File: config.mk
export PLATFORM = sky130hd
export DESIGN_NAME = store_align
export DESIGN_NICKNAME = d
export VERILOG_FILES = /design/src/common/mem_pkg.sv /design/src/common/lsu_pkg.sv /design/src/logic/store_align.sv
export SDC_FILE = /design/constraint.sdc
export NUM_CORES = 1
export LEC_CHECK = 0
export ABC_CLOCK_PERIOD_IN_PS = 1800
export BUFFER_PORTS_ARGS = -buffer_cell sky130_fd_sc_hd__buf_2
export CAP_MARGIN = 10
export CELL_PAD_IN_SITES_DETAIL_PLACEMENT = 1
export CELL_PAD_IN_SITES_GLOBAL_PLACEMENT = 1
export CORE_UTILIZATION = 35
export CTS_BUF_LIST = sky130_fd_sc_hd__clkbuf_16
export DETAILED_ROUTE_END_ITERATION = 12
export PLACE_DENSITY = 0.88
export SLEW_MARGIN = 20
export SYNTH_ARGS = -nofsm -noshare
export SYNTH_HDL_FRONTEND = slang
export SYNTH_SLANG_ARGS = --single-unit
export TNS_END_PERCENT = 20
File: constraint.sdc
create_clock -name clk -period 1.8 [get_ports clk]
set_input_delay 0.27 -clock clk [delete_from_list [all_inputs] [get_ports clk]]
set_output_delay 0.27 -clock clk [all_outputs]
set_load 0.03 [all_outputs]
File: src/common/mem_pkg.sv
`default_nettype none

// Memory map of the data memory seen by the memory-access stage
package mem_pkg;

	// Word address width, two banks of 512 words
	localparam int WORD_ADDR_W = 10;

	// Byte lanes in one data word
	localparam int LANES = 4;

	// Bits of a lane
	localparam int BYTE_W = 8;

	// Full data word
	localparam int WORD_W = LANES * BYTE_W;

	// Low byte-address bits that select the lane
	localparam int BYTE_OFS_W = $clog2(LANES);

	// The bank is always picked by the top word-address bit,
	// so any word address width splits into two equal halves

endpackage

`default_nettype wire

File: src/common/lsu_pkg.sv
`default_nettype none

// Load/store encodings and the lane views of a data word
package lsu_pkg;

	// RV32 funct3 for loads
	typedef enum logic [2:0] {
		LB  = 3'b000,
		LH  = 3'b001,
		LW  = 3'b010,
		LBU = 3'b100,
		LHU = 3'b101
	} funct3_e;

	// Store codes share the load encodings
	localparam funct3_e SB = LB;
	localparam funct3_e SH = LH;
	localparam funct3_e SW = LW;

	// One strobe bit per byte lane
	typedef logic [mem_pkg::LANES-1:0] strb_t;

	// Same 32 bits, three ways to slice them
	typedef union packed {
		logic [mem_pkg::WORD_W-1:0]                          word;
		logic [mem_pkg::LANES/2-1:0][2*mem_pkg::BYTE_W-1:0]  halves;   // [0] is low half
		logic [mem_pkg::LANES-1:0][mem_pkg::BYTE_W-1:0]      bytes;    // [0] is lane 0
	} mem_word_u;

endpackage

`default_nettype wire

File: src/logic/store_align.sv
`timescale 1ns/1ps
`default_nettype none

// Stage 1 of the memory-access stage
// Turns a byte-addressed request into word address, lane strobes and lane data
module store_align #(
	parameter int ADDR_W = mem_pkg::WORD_ADDR_W
) (
	input  wire                                    clk,
	input  wire                                    rst_n,

	input  wire                                    req_valid,
	input  wire                                    req_write,
	input  wire  lsu_pkg::funct3_e                 req_funct3,
	input  wire  [ADDR_W+mem_pkg::BYTE_OFS_W-1:0]  req_addr,   // Byte address
	input  wire  [mem_pkg::WORD_W-1:0]             req_wdata,

	output logic                                   s1_valid,
	output logic                                   s1_load,
	output lsu_pkg::funct3_e                       s1_funct3,
	output logic [mem_pkg::BYTE_OFS_W-1:0]         s1_lane,
	output logic [ADDR_W-1:0]                      s1_word_addr,
	output lsu_pkg::strb_t                         s1_strb,
	output logic [mem_pkg::WORD_W-1:0]             s1_wdata,
	output logic                                   fault
);

	logic [mem_pkg::BYTE_OFS_W-1:0] ofs;
	logic                           sz_byte;
	logic                           sz_half;
	logic                           sz_word;
	logic                           ok;        // Supported and aligned
	lsu_pkg::strb_t                 strb;
	lsu_pkg::mem_word_u             wd;
	lsu_pkg::mem_word_u             lane_wd;

	assign ofs = req_addr[mem_pkg::BYTE_OFS_W-1:0];
	assign wd  = req_wdata;

	// Width decode per funct3 and direction
	// Stores only know SB, SH and SW
	always_comb begin
		sz_byte = 1'b0;
		sz_half = 1'b0;
		sz_word = 1'b0;
		if (req_write) begin
			case (req_funct3)
				lsu_pkg::SB: sz_byte = 1'b1;
				lsu_pkg::SH: sz_half = 1'b1;
				lsu_pkg::SW: sz_word = 1'b1;
				default: ;              // Unsupported code
			endcase
		end else begin
			case (req_funct3)
				lsu_pkg::LB, lsu_pkg::LBU: sz_byte = 1'b1;
				lsu_pkg::LH, lsu_pkg::LHU: sz_half = 1'b1;
				lsu_pkg::LW:               sz_word = 1'b1;
				default: ;
			endcase
		end
	end

	// Halfword needs an even offset, word needs offset 0
	assign ok = sz_byte
	          | (sz_half && !ofs[0])
	          | (sz_word && (ofs == '0));

	// Lane strobes and lane placement of the store data
	always_comb begin
		strb         = '0;
		lane_wd.word = '0;
		if (sz_byte) begin
			strb                  = lsu_pkg::strb_t'(1) << ofs;
			lane_wd.bytes[ofs]    = wd.bytes[0];     // Low byte to addressed lane
		end else if (sz_half) begin
			strb                  = lsu_pkg::strb_t'(3) << ofs;
			lane_wd.halves[ofs[1]] = wd.halves[0];
		end else if (sz_word) begin
			strb         = '1;
			lane_wd.word = wd.word;
		end
	end

	// Control state updated every cycle so strobes never linger
	always_ff @(posedge clk) begin
		if (!rst_n) begin
			s1_valid <= 1'b0;
			s1_strb  <= '0;
			fault    <= 1'b0;
		end else begin
			s1_valid <= req_valid && ok;
			fault    <= req_valid && !ok;                        // One-cycle pulse
			s1_strb  <= (req_valid && ok && req_write) ? strb : '0;
		end
	end

	// Payload captured with each request
	always_ff @(posedge clk) begin
		if (req_valid) begin
			s1_load      <= !req_write;
			s1_funct3    <= req_funct3;
			s1_lane      <= ofs;
			s1_word_addr <= req_addr[ADDR_W+mem_pkg::BYTE_OFS_W-1:mem_pkg::BYTE_OFS_W];
			s1_wdata     <= lane_wd.word;
		end
	end

	// A fault never comes with a write strobe
	a_fault_no_strb: assert property (@(posedge clk) disable iff (!rst_n)
		fault |-> (s1_strb == '0))
		else $error("store_align: fault with nonzero strobe %b", s1_strb);

endmodule

`default_nettype wire

Word-level counts from Yosys, hierarchy flattened
Cells that the tools add are included. Widths: inputs -> output; s select.

Bits in registers: 54. Bits of input ports: 51. Output and inout bits: 54. Word-level logic and storage cells: 54.

$lt $le $gt $ge: 4. Equality and inequality tests: 4. Shift-type cells: 2. Multiplexer cells: 17. Bitwise gates (word level): 4. Reduce and logical (&&, ||, !) cells: 15.

Operators by type and width (count): $mux 32 (3); $and 32x32->32 (2); $demux 16 s1 (1); $demux 8 s2 (1); $mux 16 (1); $mux 4 (3); $mux 8 (1); $logic_and 1x1->1 (7); $mux 1 (7); $eq 3x3->1 const B (2); $reduce_or 2->1 (2); $shl 1x2->4 const A (1); $shl 2x2->4 const A (1); $eq 3x1->1 const B (1); $eq 3x2->1 const B (1); $logic_not 1->1 (3); $logic_not 3->1 (1); $lt 2x3->1 const B (1); $ge 2x1->1 const B (1); $logic_not 2->1 (1); $lt 1x2->1 const B (1); $or 1x1->1 (2); $reduce_and 2->1 (1); $ge 1x1->1 const B (1).

Depth between registers and ports, before layout
Depth after elaboration: 10. Depth in mapped cells: 6. Gate-level depth less buffers: 5.

Worst setup path after synthesis
Ideal clock, no wire load.

Path kind: input to register. Start point: in req_funct3[1]. End point: reg s1_wdata[19] (netlist bit), data pin. Library setup time: 0.256 ns. Arrival time: 1.054 ns. Required time: 1.544 ns. Slack: 0.489 ns. Stages: 5. Path buffers: 3. Path through: buf_4 nor3b_2 buf_4 buf_6 a22o_1.

RTL lines: start, declared (RTL line store_align.sv:14) `input wire lsu_pkg::funct3_e req_funct3,`; end signal, assigned (RTL line store_align.sv:104) `s1_wdata <= lane_wd.word;`; end, declared (RTL line store_align.sv:24) `output logic [mem_pkg::WORD_W-1:0] s1_wdata,`.

==> flow_summary.html <==
<table>
<tr><th>Metric</th><th>Value</th></tr>
<tr><th colspan="2">Final layout</th></tr>
<tr><td>Ratio of cells with drive above 1 in the final layout</td><td>~47%</td></tr>
<tr><td>Final Cell Area</td><td>0.002998 sq mm</td></tr>
<tr><td>Area Overhead vs Synth</td><td>33.04%</td></tr>
<tr><td>Number of nets in the layout</td><td>approximately 310</td></tr>
<tr><td>Inserted Diodes</td><td>0</td></tr>
<tr><td>Non-filler instance count after layout</td><td>between 300 and 400</td></tr>
<tr><th colspan="2">Timing</th></tr>
<tr><td>Final Slew Violations</td><td>0</td></tr>
<tr><td>Final period util</td><td>78.45%</td></tr>
<tr><td>Worst Tran Pin Value</td><td>0.7085 ns</td></tr>
<tr><td>Setup repair after global routing missed its margin</td><td>no</td></tr>
<tr><td>Max frequency</td><td>just over 700 MHz</td></tr>
<tr><td>Number of setup violations in the final report</td><td>0</td></tr>
<tr><td>Post-layout min period</td><td>1.412 ns</td></tr>
<tr><td>Total negative slack</td><td>0 ns</td></tr>
<tr><td>Final Hold Fails</td><td>0</td></tr>
<tr><td>Rel. slew slack</td><td>between 50% and 60%</td></tr>
<tr><th colspan="2">Setup path</th></tr>
<tr><td>Startpoint Class</td><td>primary input</td></tr>
<tr><td>Setup crit end kind</td><td>register</td></tr>
<tr><td>Launching instance or port of the critical path</td><td>req_addr[1]</td></tr>
<tr><td>Worst-path fanout max</td><td>8</td></tr>
<tr><td>End point of the critical path</td><td>s1_wdata[7]</td></tr>
<tr><td>Data arrival at the endpoint of the critical path</td><td>roughly 1.5 ns</td></tr>
<tr><td>Critical path type</td><td>primary input to register</td></tr>
<tr><td>Endpoint required time on the critical path</td><td>roughly 1.8 ns</td></tr>
<tr><th colspan="2">Global route</th></tr>
<tr><td>All-layer global routing usage</td><td>roughly a fifth</td></tr>
<tr><td>Maximum number of pins on one net before global-route repair</td><td>49</td></tr>
<tr><td>Residual overflow from global routing</td><td>0</td></tr>
<tr><td>Global-route wire length before repair</td><td>approximately 9100 um</td></tr>
<tr><td>Via count of the first global-routing pass</td><td>between 1500 and 2000</td></tr>
<tr><td>Number of antenna violations at the first check in global routing</td><td>0</td></tr>
<tr><th colspan="2">Clock tree</th></tr>
<tr><td>CTS buffer count</td><td>5</td></tr>
<tr><td>Clock-pin slew reported for the worst setup and hold paths after clock tree synthesis</td><td>around 0.07 ns</td></tr>
<tr><td>CTS H-Tree Depth</td><td>2</td></tr>
<tr><td>Clock tree sinks</td><td>54</td></tr>
<tr><td>Buffers inserted by post-CTS timing repair</td><td>0</td></tr>
<tr><td>Number of gates resized after cts</td><td>0</td></tr>
<tr><td>CTS max path bufs</td><td>2</td></tr>
<tr><td>CTS Root Cell</td><td>clkbuf_16</td></tr>
<tr><td>Post-cts hold buffer count</td><td>0</td></tr>
<tr><td>TritonCTS clock tree</td><td>built</td></tr>
<tr><th colspan="2">Floorplanning</th></tr>
<tr><td>Cell row count</td><td>28</td></tr>
<tr><td>Chip width</td><td>around 82 um</td></tr>
<tr><td>Initial cell density of the core</td><td>between 30% and 40%</td></tr>
<tr><td>Core Area</td><td>slightly above 0.006 sq mm</td></tr>
<tr><td>Total Die Area</td><td>around 0.0068 sq mm</td></tr>
<tr><td>Height of the die</td><td>around 82 um</td></tr>
<tr><td>Top Ports</td><td>~110</td></tr>
<tr><th colspan="2">Place</th></tr>
<tr><td>DP Area</td><td>0.002831 sq mm</td></tr>
<tr><td>Number of buffers added on ports</td><td>104</td></tr>
<tr><td>Placed Cells incl. Taps</td><td>324</td></tr>
<tr><td>Routability congestion estimate from global placement</td><td>0.8058</td></tr>
<tr><td>Post-DP HPWL</td><td>about 4600 um</td></tr>
<tr><th colspan="2">Routing</th></tr>
<tr><td>Final Routed Wirelength</td><td>between 6000 and 7000 um</td></tr>
<tr><td>Wire length per cell after detailed routing</td><td>roughly 19 um</td></tr>
<tr><td>Total vias in the final route</td><td>around 1800</td></tr>
<tr><td>Pre-Repair DR Iteration Count</td><td>4</td></tr>
<tr><td>Vias per Instance</td><td>about 5.3</td></tr>
<tr><td>Remaining number of nets flagged by the antenna check after routing</td><td>0</td></tr>
<tr><td>Number of DRC markers after the initial detailed-route iteration</td><td>70</td></tr>
<tr><td>DRC viols</td><td>0</td></tr>
<tr><th colspan="2">Yosys</th></tr>
<tr><td>Unique cell type count in the Yosys netlist</td><td>32</td></tr>
<tr><td>Count of mapped cells out of synthesis</td><td>150</td></tr>
<tr><td>Combinational family with the most area after synthesis</td><td>compound AO/OA/AOI/OAI gates</td></tr>
<tr><td>Top_reg_cell synth</td><td>edfxtp_1</td></tr>
<tr><td>Complex-gate fraction of the synthesized area</td><td>between 10 and 15%</td></tr>
<tr><td>Multiplexer fraction of the synthesized cell area</td><td>less than 1%</td></tr>
<tr><td>Adder and majority gate portion of the synthesized area</td><td>2.221%</td></tr>
<tr><td>Number of enable flip-flop cells after synthesis</td><td>48</td></tr>
<tr><td>Post-Syn Area per Cell</td><td>about 15 sq um</td></tr>
<tr><td>Share of synthesized area occupied by flip-flops and latches</td><td>roughly 69%</td></tr>
<tr><td>Flop and latch count out of synthesis</td><td>54</td></tr>
<tr><td>Xor/xnor share of the synthesized area</td><td>0%</td></tr>
<tr><td>Synth Cell Area</td><td>between 0.002 and 0.0025 sq mm</td></tr>
<tr><td>Mapped Nets</td><td>205</td></tr>
<tr><td>Synth async-reset ratio</td><td>0%</td></tr>
<tr><td>Number of synthesis warnings</td><td>0</td></tr>
<tr><td>Post-synthesis share of cell area spent on and, or, nand and nor gates</td><td>approximately 8.7%</td></tr>
<tr><th colspan="2">Outcome</th></tr>
<tr><td>Result of the run</td><td>finished clean</td></tr>
<tr><th colspan="2">Run</th></tr>
<tr><td>Number of violations of the max-capacitance limit</td><td>0</td></tr>
<tr><th colspan="2">Power and ir drop</th></tr>
<tr><td>Worst ir drop on vdd</td><td>0.4532 mV</td></tr>
<tr><td>Total power per unit cell area</td><td>about 1000 mW/mm^2</td></tr>
<tr><td>Leakage Power</td><td>around 1.3 nW</td></tr>
<tr><td>Final Total Pwr</td><td>~3 mW</td></tr>
<tr><th colspan="2">Min path</th></tr>
<tr><td>Hold Path Class</td><td>primary input to register</td></tr>
</table>
-- flip-flops by register name (all words and copies together) (netlist names) --
signal / flops
fault: 1
s1_funct3: 3
s1_lane: 2
s1_load: 1
s1_strb: 4
s1_valid: 1
s1_wdata: 32
s1_word_addr: 10
-- area by class of cell --
cell class	instances	area, sq um
clock inverters	3	41.29
fillers	662	3063
flip-flops and latches	54	1562
inverters	5	18.77
well taps	75	93.84
clock buffers	5	125.1
repair buffers	110	565.5
multi-input cells	80	591.8
-- metrics by stage --
| stage | hold WS [ns] | util (%) | setup WS, ns |
|---|---|---|---|
| detailed placement | 0.4489 | 46.72 | 0.08435 |
| finish | 0.1537 | 49.46 | 0.3879 |
| floorplan | 0.3460 | - | 0.4895 |
| global placement | 0.4468 | 46.72 | 0.1649 |
| CTS | 0.1480 | 49.46 | 0.3898 |
| global route | 0.1425 | 49.46 | 0.2589 |
-- worst min path at each step --
| stage | from | end | slack, ns | depth (start not counted) |
|---|---|---|---|---|
| floorplan | req_funct3[2] | s1_strb[2] | 0.35 | 1 |
| global placement | req_addr[3] | s1_word_addr[1] | 0.45 | 1 |
| detailed placement | req_addr[8] | s1_word_addr[6] | 0.45 | 1 |
| CTS | req_addr[3] | s1_word_addr[1] | 0.15 | 1 |
| global route | req_addr[4] | s1_word_addr[2] | 0.14 | 1 |
| finish | req_addr[3] | s1_word_addr[1] | 0.15 | 1 |
-- routing by layer --
| metal | vias to the layer above | wire (um) | part of all wire, % | global-route usage (%) |
|---|---|---|---|---|
| met4 | 0 | 76 | 1.2 | 5.439 |
| met1 | 892 | 2523 | 40 | 21.60 |
| met2 | 60 | 3360 | 54 | 34.79 |
| li1 | 806 | - | - | - |
| met5 | - | 0 | 0 | 0 |
| met3 | 9 | 276 | 4.4 | 4.396 |
-- cells by family after synthesis --
kind of cell    Yosys count
flops                    54
fa+ha+maj                 4
buf+inv                  16
mux                       1
simple gates             35
compound gates           40
-- synth_stat cells, types with 3 or more instances --
cell type	count	area share (%)
edfxtp_1	48	64
a22o_1	16	6.2
nand2_1	11	1.8
and2_1	10	2.8
a32oi_1	8	3.1
nand4_1	8	2.2
dfxtp_1	6	5.3
inv_1	5	0.83
buf_4	4	1.3
ha_1	4	2.2
buf_6	3	1.5
-- layout by cell type, fill, tap and decap left out, types with 2 or more instances in the layout --
| cell | n |
|---|---|
| inv_1 | 6 |
| ha_1 | 4 |
| nand4_1 | 8 |
| nor2b_1 | 2 |
| nand2_1 | 11 |
| and2_1 | 10 |
| buf_4 | 6 |
| a211oi_1 | 2 |
| edfxtp_1 | 48 |
| o21ai_0 | 2 |
| clkbuf_16 | 5 |
| dfxtp_1 | 6 |
| buf_2 | 104 |
| a32oi_1 | 8 |
| a31oi_1 | 2 |
| a22o_1 | 16 |
-- report_power, final --
| group | switching (mW) | internal, mW |
|---|---|---|
| combinational | 0.353 | 0.150 |
| clock | 0.435 | 0.652 |
| sequential | 0.0242 | 1.47 |
| total | 0.812 | 2.27 |
-- worst max-delay path, stage by stage --
cell and delay [ns]:
buf_2 0.16, inv_1 0.11, ha_1 0.24, o311a_1 0.44, and2_1 0.23
Power figures use the tool's default switching activity.
