==> src/common/mem_pkg.sv <==
`default_nettype none

// Memory map of the data memory seen by the memory-access stage
package mem_pkg;

	// Word address width, two banks of 512 words
	localparam int WORD_ADDR_W = 10;

	// Byte lanes in one data word
	localparam int LANES = 4;

	// Bits of a lane
	localparam int BYTE_W = 8;

	// Full data word
	localparam int WORD_W = LANES * BYTE_W;

	// Low byte-address bits that select the lane
	localparam int BYTE_OFS_W = $clog2(LANES);

	// The bank is always picked by the top word-address bit,
	// so any word address width splits into two equal halves

endpackage

`default_nettype wire

==> src/common/lsu_pkg.sv <==
`default_nettype none

// Load/store encodings and the lane views of a data word
package lsu_pkg;

	// RV32 funct3 for loads
	typedef enum logic [2:0] {
		LB  = 3'b000,
		LH  = 3'b001,
		LW  = 3'b010,
		LBU = 3'b100,
		LHU = 3'b101
	} funct3_e;

	// Store codes share the load encodings
	localparam funct3_e SB = LB;
	localparam funct3_e SH = LH;
	localparam funct3_e SW = LW;

	// One strobe bit per byte lane
	typedef logic [mem_pkg::LANES-1:0] strb_t;

	// Same 32 bits, three ways to slice them
	typedef union packed {
		logic [mem_pkg::WORD_W-1:0]                          word;
		logic [mem_pkg::LANES/2-1:0][2*mem_pkg::BYTE_W-1:0]  halves;   // [0] is low half
		logic [mem_pkg::LANES-1:0][mem_pkg::BYTE_W-1:0]      bytes;    // [0] is lane 0
	} mem_word_u;

endpackage

`default_nettype wire

==> src/logic/load_extract.sv <==
`timescale 1ns/1ps
`default_nettype none

// Stage 3, lane select plus sign or zero extension
module load_extract (
	input  wire                             clk,
	input  wire                             rst_n,

	input  wire                             s1_valid,
	input  wire                             s1_load,
	input  wire  lsu_pkg::funct3_e          s1_funct3,
	input  wire  [mem_pkg::BYTE_OFS_W-1:0]  s1_lane,
	input  wire  [mem_pkg::WORD_W-1:0]      core_rdata,   // Combinational from datamem

	output logic                            rd_valid,
	output logic [mem_pkg::WORD_W-1:0]      rd_data
);

	localparam int BW = mem_pkg::BYTE_W;
	localparam int HW = 2 * mem_pkg::BYTE_W;

	lsu_pkg::mem_word_u   rw;
	logic [BW-1:0]        b;
	logic [HW-1:0]        h;
	logic [mem_pkg::WORD_W-1:0] ext;

	assign rw = core_rdata;
	assign b  = rw.bytes[s1_lane];
	assign h  = rw.halves[s1_lane[1]];   // Alignment already checked in stage 1

	always_comb begin
		case (s1_funct3)
			lsu_pkg::LB:  ext = {{(mem_pkg::WORD_W-BW){b[BW-1]}}, b};
			lsu_pkg::LBU: ext = {{(mem_pkg::WORD_W-BW){1'b0}}, b};
			lsu_pkg::LH:  ext = {{(mem_pkg::WORD_W-HW){h[HW-1]}}, h};
			lsu_pkg::LHU: ext = {{(mem_pkg::WORD_W-HW){1'b0}}, h};
			default:      ext = rw.word;                    // LW
		endcase
	end

	// Stores pass through stage 1 but never produce a result
	always_ff @(posedge clk) begin
		if (!rst_n)
			rd_valid <= 1'b0;
		else
			rd_valid <= s1_valid && s1_load;
	end

	always_ff @(posedge clk) begin
		if (s1_valid && s1_load)
			rd_data <= ext;
	end

endmodule

`default_nettype wire

==> config.mk <==
export PLATFORM = sky130hd
export DESIGN_NAME = load_extract
export DESIGN_NICKNAME = d
export VERILOG_FILES = /design/src/common/mem_pkg.sv /design/src/common/lsu_pkg.sv /design/src/logic/load_extract.sv
export SDC_FILE = /design/constraint.sdc
export NUM_CORES = 1
export LEC_CHECK = 0
export ABC_AREA = 1
export BUFFER_PORTS_ARGS = -buffer_cell sky130_fd_sc_hd__buf_2
export CORE_MARGIN = 2
export CORE_UTILIZATION = 44
export CTS_CLUSTER_SIZE = 30
export DETAILED_ROUTE_END_ITERATION = 12
export GPL_TIMING_DRIVEN = 0
export HOLD_SLACK_MARGIN = 0.12
export MAX_ROUTING_LAYER = met4
export PLACE_DENSITY_LB_ADDON = 0.08
export SLEW_MARGIN = 20
export SYNTH_ARGS = -nofsm -noshare
export SYNTH_HDL_FRONTEND = slang
export SYNTH_SLANG_ARGS = --single-unit
==> constraint.sdc <==
create_clock -name clk -period 1.5 [get_ports clk]
set_clock_uncertainty 0.2 [all_clocks]
set_input_delay 0.225 -clock clk [delete_from_list [all_inputs] [get_ports clk]]
set_output_delay 0.225 -clock clk [all_outputs]
set_load 0.005 [all_outputs]
-- Word level (Yosys, flattened, before mapping)
Cells that the tools add are included.
- logic and storage cells: 14
- bits of input ports: 41
- flip-flop bits (word level): 33
- equal/unequal tests: 3
- reduce and logical (&&, ||, !) cells: 2
- mux-type cells: 5
- $lt $le $gt $ge: 2
- operators by type and width (cell ; count):
    $pmux 32 s4 ; 1
    $mux 16 ; 2
    $bmux 8 s2 ; 1
    $mux 8 ; 1
    $eq 3x3->1 const B ; 2
    $eq 3x1->1 const B ; 1
    $logic_not 3->1 ; 1
    $lt 2x3->1 const B ; 1
    $lt 1x2->1 const B ; 1
    $logic_and 1x1->1 ; 1

-- Depth between registers and ports, before layout
Gate-level depths: netlist of the first run.
- depth after elaboration: 3
- depth in mapped cells: 7
- gate-level depth less buffers: 6

-- Worst setup path before layout of the first run
No wires, ideal clock.
- path kind: input -> register
- start: in s1_valid
- end: reg rd_data[0] in the netlist's numbering, enable pin
- path slack: -0.001 ns
- setup time: 0.387 ns
- arrival time: 0.915 ns
- path buffers: 0
- stages: 2
- cell sequence: nand2_1 > inv_1
- cells in the longest elaborated chain, start to end: 1
- ends and longest elaborated chain (element ; RTL line ; text):
    from (decl) ; load_extract.sv:9 ; input wire s1_valid,
    $logic_and 1x1->1 ; load_extract.sv:50 ; if (s1_valid && s1_load)
    to (signal assigned) ; load_extract.sv:51 ; rd_data <= ext;
    to (decl) ; load_extract.sv:16 ; output logic [mem_pkg::WORD_W-1:0] rd_data
Every way passes these cells.
A chain may end at the register's enable or synchronous reset.

-- Worst setup path in the final report of the first run
- start: in core_rdata[10] in the netlist's numbering
- end: reg rd_data[2] in the netlist's numbering, data pin
- cells in the longest elaborated chain, start to end: 3
- ends and longest elaborated chain (element ; RTL line ; text):
    from (decl) ; load_extract.sv:13 ; input wire [mem_pkg::WORD_W-1:0] core_rdata,
    $bmux 8 s2 ; load_extract.sv:28 ; assign b = rw.bytes[s1_lane];
    $mux 8 (not written as such) ; load_extract.sv:28 ;
    $pmux 32 s4 ; load_extract.sv:32 ; case (s1_funct3)
    net ext (one bit) ; load_extract.sv:25 ; logic [mem_pkg::WORD_W-1:0] ext;
The timed path passes the listed nets, and every way through them passes these cells. The select of a mux whose other input is x is not followed.

==> results.cfg, run 1 <==
[status]
status = completed

[hold_path]
hold_start = core_rdata[4]
whs_endpoint = rd_data[4]$_DFFE_PP_
hp-class = input pin to flip-flop
worstHoldPathCells = 5

[power]
irDropWorstVdd_mv = 0.4346
power_frac_comb_pct = 19.0
clkPwrFrac_pct = 35.6
total_leakage_power_nw = 1.324
switchingPower_mw = 0.5904
seqPwrFrac_pct = 45.4
p_int_mw = 1.868
swShare_pct = 24.01
power.total_mw = 2.459
powerDensity_nw_per_um2 = 894.8

[yosys]
yosys.area_share.xor_xnor_pct = 0
synth_compound_area_share_pct = 3.763
avgSynthCellArea_um2 = 9.548
synth.area.mux_share_pct = 0
synth_top_family_by_area = simple AND/OR/NAND/NOR gates
syn-num-nets = 236
synth_area_leaders = edfxtp_1 52%, nand2_1 11%, nand3_2 11%, nand3_1 7.0%, inv_1 2.8%
synth_fa_ha_area_share_pct = 0
synthDistinctLibCells = 25
syn_inst = 195
synth-simple-area-share_pct = 36.36
synth-seq-area-share_pct = 52.69
synth_ff_type = edfxtp_1
syn_area_um2 = 1862
synth-edff-count = 32
yosys.area.top_type = edfxtp_1
synth_common_cells = 54 x nand2_1, 32 x edfxtp_1, 26 x nand3_1
async_reset_ff_share_pct = 0
yosysWarnings = 0
post-synth-top-count-cell = nand2_1
ys_ff_latch = 33
synth.top_cell.area_share_pct = 51.61

[timing]
hold_viol_final = 0
period_share_pct = 97.85
period_minus_slack_ps = 1468
fmax_mhz = 681.3
rsz0062_at_grt = false
setup_slack_ps = 32.31
slew_viol_final = 0
finalSetupViolations = 0
tightest_slew_ps = 458.8
relSlewSlack_pct = 69.41

[clock_network]
cts_buffer_depth = 2
cts_sinks = 33
post_cts_buffers = 0
cts.reportedPaths.clkPinSlew_ps = 70
cts_tree = built
cts-htree-levels = 2
clock-root-buffer = clkbuf_8
cts_buffers = 5

[routing]
drcViolationCount = 0
post_drt_wl_per_cell_um = 14.35
vias = 1774
via_per_inst = 4.969
drt-initial-drc-count = 147
firstDrtPassIters = 4
ant_nets = 0
drt_wl_total_um = 5123

[place]
dpl_worst_slack_ps = -233.0
io_buffers = 72
gp_congestion = 0.9199
dp_hpwl_um = 3368
placed_area_um2 = 2288

[critical_path]
crit_chain = dlygate4sd3_1, buf_2, or2_4, nand4_1, nand3_1
slowest_stage = dlygate4sd3_1
critPathCaptureType = flip-flop
critPathLaunchType = input pin
setup.worst_path.start = core_rdata[10]
cpPeakStageDelay_ps = 530
worstPathRequired_ps = 1330
worstSetupPathType = input pin to flip-flop
crit_arrival_ps = 1300
crit_fanout = 2

[die]
die_h_um = 69.05
fp.dieW_um = 69.05
dieArea_um2 = 4768
fp-row-count = 23
io_pins = 74
start_util_pct = 46.21
coreArea_um2 = 4029

[layout]
area_growth_pct = 47.58
drive_gt1_share_pct = 39.74
nFillCells = 338
stdcell_area_um2 = 2748
nets = 347
insertedDiodeCount = 0

[grt]
grt_overflow_total = 0
grt_pass1_wl_um = 8183
grt_usage_pct = 22.60
grt_pass1_vias = 1646
antenna_found_initial = 0
grt_max_degree = 33

[flow_run]
max-cap-violations = 0
power by group through the flow:
stage / sequential (mW) / clock (mW) / combinational, mW
2_1_floorplan: 1.15 / 0 / 0.202
3_3_place_gp: 1.13 / 0 / 0.392
3_5_place_dp: 1.14 / 0 / 0.392
4_1_cts: 1.12 / 0.890 / 0.457
5_1_grt: 1.12 / 0.931 / 0.515
6_report: 1.12 / 0.876 / 0.467
routing by layer:
| layer | up-vias | GRT usage [%] | part of all wire [%] |
|---|---|---|---|
| li1 | 884 | - | - |
| met1 | 806 | 30.29 | 44 |
| met2 | 76 | 32.59 | 46 |
| met3 | 8 | 5.556 | 7.7 |
| met4 | 0 | 9.804 | 1.9 |
| met5 | - | - | 0 |
worst max-delay path: cells and delay by family:
kind                   cells  cell delay (ps)
buffers and inverters      2              660
and+or+nand+nor            3              410
cells in the final DEF (no fill, tap or decap), types with 3 or more instances in the layout:
master / n
or2_1: 4
clkbuf_8: 6
clkbuf_1: 4
or2_4: 3
edfxtp_1: 32
buf_2: 76
nand3_2: 22
nor2_1: 4
buf_6: 3
nand4_1: 4
inv_1: 13
o211ai_1: 6
dlygate4sd3_1: 32
nand3_1: 24
nand2_1: 54
cell type report:
type / instances / area, µm² / share of cell area [%]
inverter: 17 / 70.07 / 2.550
multi-input combinational: 134 / 764.5 / 27.82
sequential: 33 / 980.9 / 35.70
timing repair buffer: 103 / 675.6 / 24.59
tap: 50 / 62.56 / 2.277
clock buffer: 7 / 86.33 / 3.142
buffer: 11 / 70.07 / 2.550
clock inverter: 1 / 30.03 / 1.093
timing repair inverter: 1 / 7.507 / 0.2732
stage by stage:
| stage | hold WS [ps] | setup TNS (ps) | utilization [%] | cells |
|---|---|---|---|---|
| finish | 127.6 | 0 | 68.20 | 357 |
| global route | 187.8 | 0 | 68.20 | 357 |
| CTS | 131.1 | 0 | 67.64 | 357 |
| detailed placement | 256.9 | -11250 | 56.80 | 317 |
| global placement | 249.6 | -10460 | 56.80 | 317 |
| floorplan | 137.2 | 0 | - | 195 |
repair_timing:
action,4_1_cts,5_1_grt
endpoints found under the setup margin,0,46
endpoints found under the hold margin,31,0
gates resized for setup,0,7
hold buffers,32,0
cells by family (layout without fill, tap and decap cells):
| family | count (synthesis) | in the layout |
|---|---|---|
| AO/OA/AOI/OAI | 11 | 11 |
| flip-flops | 33 | 33 |
| buffers and inverters | 28 | 140 |
| AND/OR/NAND/NOR | 123 | 123 |
flip-flops by register name (all words and copies together), names as in the netlist:
register and count:
rd_data 32, rd_valid 1
worst max-delay path by stage:
stage,endpoint,slack [ps],depth (start not counted)
floorplan,rd_data[4]$_DFFE_PP_,120,7
global placement,rd_data[17]$_DFFE_PP_,-220,8
detailed placement,rd_data[4]$_DFFE_PP_,-230,3
CTS,rd_data[8]$_DFFE_PP_,10,5
global route,rd_data[4]$_DFFE_PP_,20,7
finish,rd_data[2]$_DFFE_PP_,30,5
(Power assumes the default switching activity.)
==> inputs of run 2 (changes only) <==
--- a/config.mk
+++ b/config.mk
@@ -7,12 +7,11 @@
 export LEC_CHECK = 0
 export ABC_AREA = 1
 export BUFFER_PORTS_ARGS = -buffer_cell sky130_fd_sc_hd__buf_2
-export CORE_MARGIN = 2
+export CAP_MARGIN = 20
 export CORE_UTILIZATION = 44
 export CTS_CLUSTER_SIZE = 30
 export DETAILED_ROUTE_END_ITERATION = 12
 export GPL_TIMING_DRIVEN = 0
-export HOLD_SLACK_MARGIN = 0.12
 export MAX_ROUTING_LAYER = met4
 export PLACE_DENSITY_LB_ADDON = 0.08
 export SLEW_MARGIN = 20
==> run 2 against run 1 <==
Effect of this change:
- global-route usage is 1.4 points lower
- sequential power hardly changed
- die area is 5.7% lower
- critical path depth is 2 lower
- worst setup slack better by 82 ps
- maximum frequency is 5.9% higher
- clock-buffer cell count is 1 lower
- sequential share of layout area is 5.5 points higher
- clock power is 26% lower
- highest routed layer unchanged
==> results.cfg, run 2 (synthesis results as in run 1) <==
[timing]
period_minus_slack_ps = 1386
rsz0062_at_grt = false
fmax_mhz = 721.8
relSlewSlack_pct = 54.82
slew_viol_final = 0
tightest_slew_ps = 676.2
finalSetupViolations = 0
hold_viol_final = 0
holdWs_ps = 23.47
period_share_pct = 92.37

[layout]
reg.largest.list = rd_data (32), rd_valid (1)
mostFrequentLayoutCell = buf_2
final_util_pct = 59.10
drive_gt1_share_pct = 43.48
area_growth_pct = 27.89
largest_reg_flops = 32
final_cell_mix = 77 x buf_2, 54 x nand2_1, 32 x edfxtp_1
nets = 316
nFillCells = 389
regMostFlops = rd_data
insertedDiodeCount = 0

[clock_network]
post_cts_buffers = 0
cts_buffers = 5
cts_sinks = 33
ctsHoldBuffers = 1
clock-root-buffer = clkbuf_8
cts.reportedPaths.clkPinSlew_ps = 70
cts_buffer_depth = 2
cts_tree = built
cts-htree-levels = 2
cts_resized = 0

[grt]
grt_usage_pct = 21.17
gr-max-usage-layer = met1
grt_max_degree = 33
grtUsageMet3_pct = 3.767
grt_overflow_total = 0
antenna_found_initial = 0
grt_pass1_vias = 1363
met2_usage_pct = 29.00
grt.met1_usage_pct = 30.06
grt_pass1_wl_um = 6575

[critical_path]
worstPathRequired_ps = 1120
crit_family = buffers and inverters
crit_fanout = 32
slowest_stage = clkinvlp_4
worstSetupPathType = input pin to flip-flop
crit_chain = buf_2, nand2_1, clkinvlp_4
critPathBufInv = 2
crit_arrival_ps = 1010
critPathLaunchType = input pin
critPathCaptureType = flip-flop
cpPeakStageDelay_ps = 570

[die]
coreArea_um2 = 4029
dieArea_um2 = 4496
die_h_um = 67.05
fp-row-count = 23
start_util_pct = 46.21
io_pins = 74
fp.dieW_um = 67.05

[routing]
vias = 1603
firstDrtPassIters = 4
post_drt_wl_per_cell_um = 13.14
via_per_inst = 4.917
drcViolationCount = 0
ant_nets = 0
drt_wl_total_um = 4285
drt-initial-drc-count = 116

[power]
irDropWorstVdd_mv = 0.4898
total_leakage_power_nw = 1.181
powerDensity_nw_per_um2 = 902.1

[place]
gp_congestion = 0.8277
io_buffers = 72
dp_hpwl_um = 3124

[status]
status = completed

[hold_path]
hp-class = input pin to flip-flop

[flow_run]
max-cap-violations = 0
-- run 2: cell count changes in the layout (fill, tap and decap cells not counted), moves of 2 or more --
cell / previous run / this run
or2_4: 3 / 0
clkinv_2: 0 / 2
dlygate4sd3_1: 32 / 1
nand3_1: 24 / 26
nand3_2: 22 / 20
or2_2: 2 / 5
-- run 2: report_power, final --
| part | switching, mW | leakage, nW | internal, mW |
|---|---|---|---|
| Combinational | 0.216 | 0.838 | 0.172 |
| Sequential | 0.0150 | 0.298 | 1.10 |
| Clock | 0.324 | 0.0450 | 0.321 |
| Total | 0.555 | 1.18 | 1.59 |
-- run 2: through the flow --
step	worst slack (ps)	cell area (µm²)	power, mW	setup TNS, ps	instances
final	114.5	2381	2.148	0	326
after floorplan	121.4	1866	1.349	0	195
after detailed placement	-199.2	2288	1.521	-9405	317
after global routing	24.75	2381	2.244	0	326
after global placement	-189.7	2288	1.520	-9336	317
after CTS	95.04	2381	2.167	0	326
-- run 2: final cells by class --
| class | instances | area [µm²] | share of cell area [%] |
|---|---|---|---|
| sequential | 33 | 980.9 | 41.20 |
| multi-input combinational | 134 | 747.0 | 31.37 |
| timing repair buffer | 73 | 370.4 | 15.55 |
| clock buffer | 6 | 72.57 | 3.048 |
| buffer | 11 | 70.07 | 2.943 |
| inverter | 17 | 67.56 | 2.838 |
| tap | 50 | 62.56 | 2.627 |
| clock inverter | 2 | 10.01 | 0.4204 |
-- run 2: layer usage --
metal / part of all wire, % / up-vias
li1: - / 823
met1: 49 / 704
met2: 42 / 69
met3: 7.3 / 7
met4: 1.9 / 0
met5: 0 / -
-- run 2: path summary, 6_finish.rpt --
kind | to | depth (start not counted) | slack (ps) | startpoint
worst max-delay path | rd_data[27]$_DFFE_PP_ | 3 | 110 | s1_valid
worst min-delay path | rd_valid$_SDFF_PN0_ | 3 | 20 | s1_load
==> inputs of run 3 (changes only) <==
--- a/config.mk
+++ b/config.mk
@@ -8,6 +8,7 @@
 export ABC_AREA = 1
 export BUFFER_PORTS_ARGS = -buffer_cell sky130_fd_sc_hd__buf_2
 export CAP_MARGIN = 20
+export CORE_ASPECT_RATIO = 0.75
 export CORE_UTILIZATION = 44
 export CTS_CLUSTER_SIZE = 30
 export DETAILED_ROUTE_END_ITERATION = 12
==> run 3 against run 2 <==
Effect of this change:
- maximum frequency is 1.6% lower
- non-clock buffer count stayed put
- clock-buffer cell count is 2 higher
- worst setup slack worse by 23 ps
==> results.cfg, run 3 (synthesis results as in run 1) <==
[timing]
relSlewSlack_pct = 57.13
fmax_mhz = 710.0
slew_viol_final = 0
period_minus_slack_ps = 1409
tightest_slew_ps = 641.7
period_share_pct = 93.90
hold_viol_final = 0
finalSetupViolations = 0
holdWs_ps = 33.76
rsz0062_at_grt = false
setup_slack_ps = 91.49

[place]
dpl.cell_count = 322
dpl_worst_slack_ps = -187.7
io_buffers = 72
dp_hpwl_um = 3254
placed_area_um2 = 2295
gp_congestion = 0.8986

[layout]
mostFrequentLayoutCell = buf_2
regMostFlops = rd_data
nFillCells = 389
area_growth_pct = 28.63
final_cell_mix = 77 x buf_2, 54 x nand2_1, 32 x edfxtp_1
nets = 316
stdcell_area_um2 = 2395
largest_reg_flops = 32
drive_gt1_share_pct = 43.12
final_cells = 331
insertedDiodeCount = 0
reg.largest.list = rd_data (32), rd_valid (1)

[critical_path]
crit_arrival_ps = 1220
worstSetupPathType = input pin to flip-flop
crit_fanout = 10
slowest_stage = buf_6
crit_top_cell = nand2_1
cpPeakStageDelay_ps = 190
crit_family = buffers and inverters
critPathBufInv = 3
critPathLaunchType = input pin
crit_chain = buf_2, inv_2, nand2_1, nand3_1, nand2_1, nand2_2, buf_6, nand3_2
critPathCaptureType = flip-flop
worstPathRequired_ps = 1310

[die]
die_h_um = 58.34
start_util_pct = 45.93
coreArea_um2 = 4054
dieArea_um2 = 4498
fp-row-count = 20
io_pins = 74
fp.dieW_um = 77.11

[grt]
grt_usage_pct = 21.43
grt_pass1_vias = 1384
grt_overflow_total = 0
grt_pass1_wl_um = 7003
antenna_found_initial = 0
grt_max_degree = 33

[flow_run]
max-cap-violations = 0

[status]
status = completed

[power]
swShare_pct = 24.44
power.total_mw = 2.178
p_int_mw = 1.646
clkPwrFrac_pct = 30.8
switchingPower_mw = 0.5323
power_frac_comb_pct = 17.9
total_leakage_power_nw = 1.182
irDropWorstVdd_mv = 0.7094
powerDensity_nw_per_um2 = 909.6
seqPwrFrac_pct = 51.2

[routing]
firstDrtPassIters = 4
drcViolationCount = 0
drt_wl_total_um = 4370
via_per_inst = 4.861
drt-initial-drc-count = 117
post_drt_wl_per_cell_um = 13.20
vias = 1609
ant_nets = 0

[clock_network]
clock-root-buffer = clkbuf_8
post_cts_buffers = 0
cts_tree = built
cts_buffer_depth = 2
ctsHoldBuffers = 1
cts_sinks = 33
cts_buffers = 5
cts-htree-levels = 2
cts_resized = 0
cts.reportedPaths.clkPinSlew_ps = 60

[hold_path]
hp-class = input pin to flip-flop
-- run 3: changes by cell type in the layout (fill, tap and decap cells not counted) --
cell,previous run,this run
clkbuf_1,4,5
clkbuf_8,5,6
clkinv_2,2,0
-- run 3: stage by stage --
| stage | TNS (ps) | util (%) |
|---|---|---|
| after floorplan | 0 | - |
| after global placement | -9935 | 56.60 |
| after detailed placement | -9188 | 56.60 |
| after CTS | 0 | 59.07 |
| after global routing | 0 | 59.07 |
| final | 0 | 59.07 |
-- run 3: worst paths after layout --
check	start	end	slack, ps	cells past startpoint
hold / removal	s1_valid	rd_valid$_SDFF_PN0_	30	3
setup / recovery	s1_lane[1]	rd_data[12]$_DFFE_PP_	90	8
-- run 3: power by group through the flow --
| stage | logic [mW] | registers, mW | clock network (mW) |
|---|---|---|---|
| after floorplan | 0.202 | 1.15 | 0 |
| after global placement | 0.389 | 1.14 | 0 |
| after detailed placement | 0.390 | 1.13 | 0 |
| after CTS | 0.393 | 1.12 | 0.682 |
| after global routing | 0.440 | 1.12 | 0.733 |
| final | 0.391 | 1.12 | 0.671 |
-- run 3: per-layer routing --
layer  global-route usage [%]  vias to the layer above  part of all wire, %
met5                        -                        -                    0
met4                    5.121                        0                 0.87
met3                    5.426                        4                  5.9
met2                    28.83                       56                   42
met1                    32.09                      723                   52
li1                         -                      826                    -
-- run 3: final cells by class --
type	instances	area [µm²]	share of cell area, %
multi-input combinational	134	747.0	31.19
timing repair buffer	73	370.4	15.46
clock buffer	8	90.09	3.762
tap	55	68.82	2.874
inverter	17	67.56	2.821
buffer	11	70.07	2.926
sequential	33	980.9	40.96
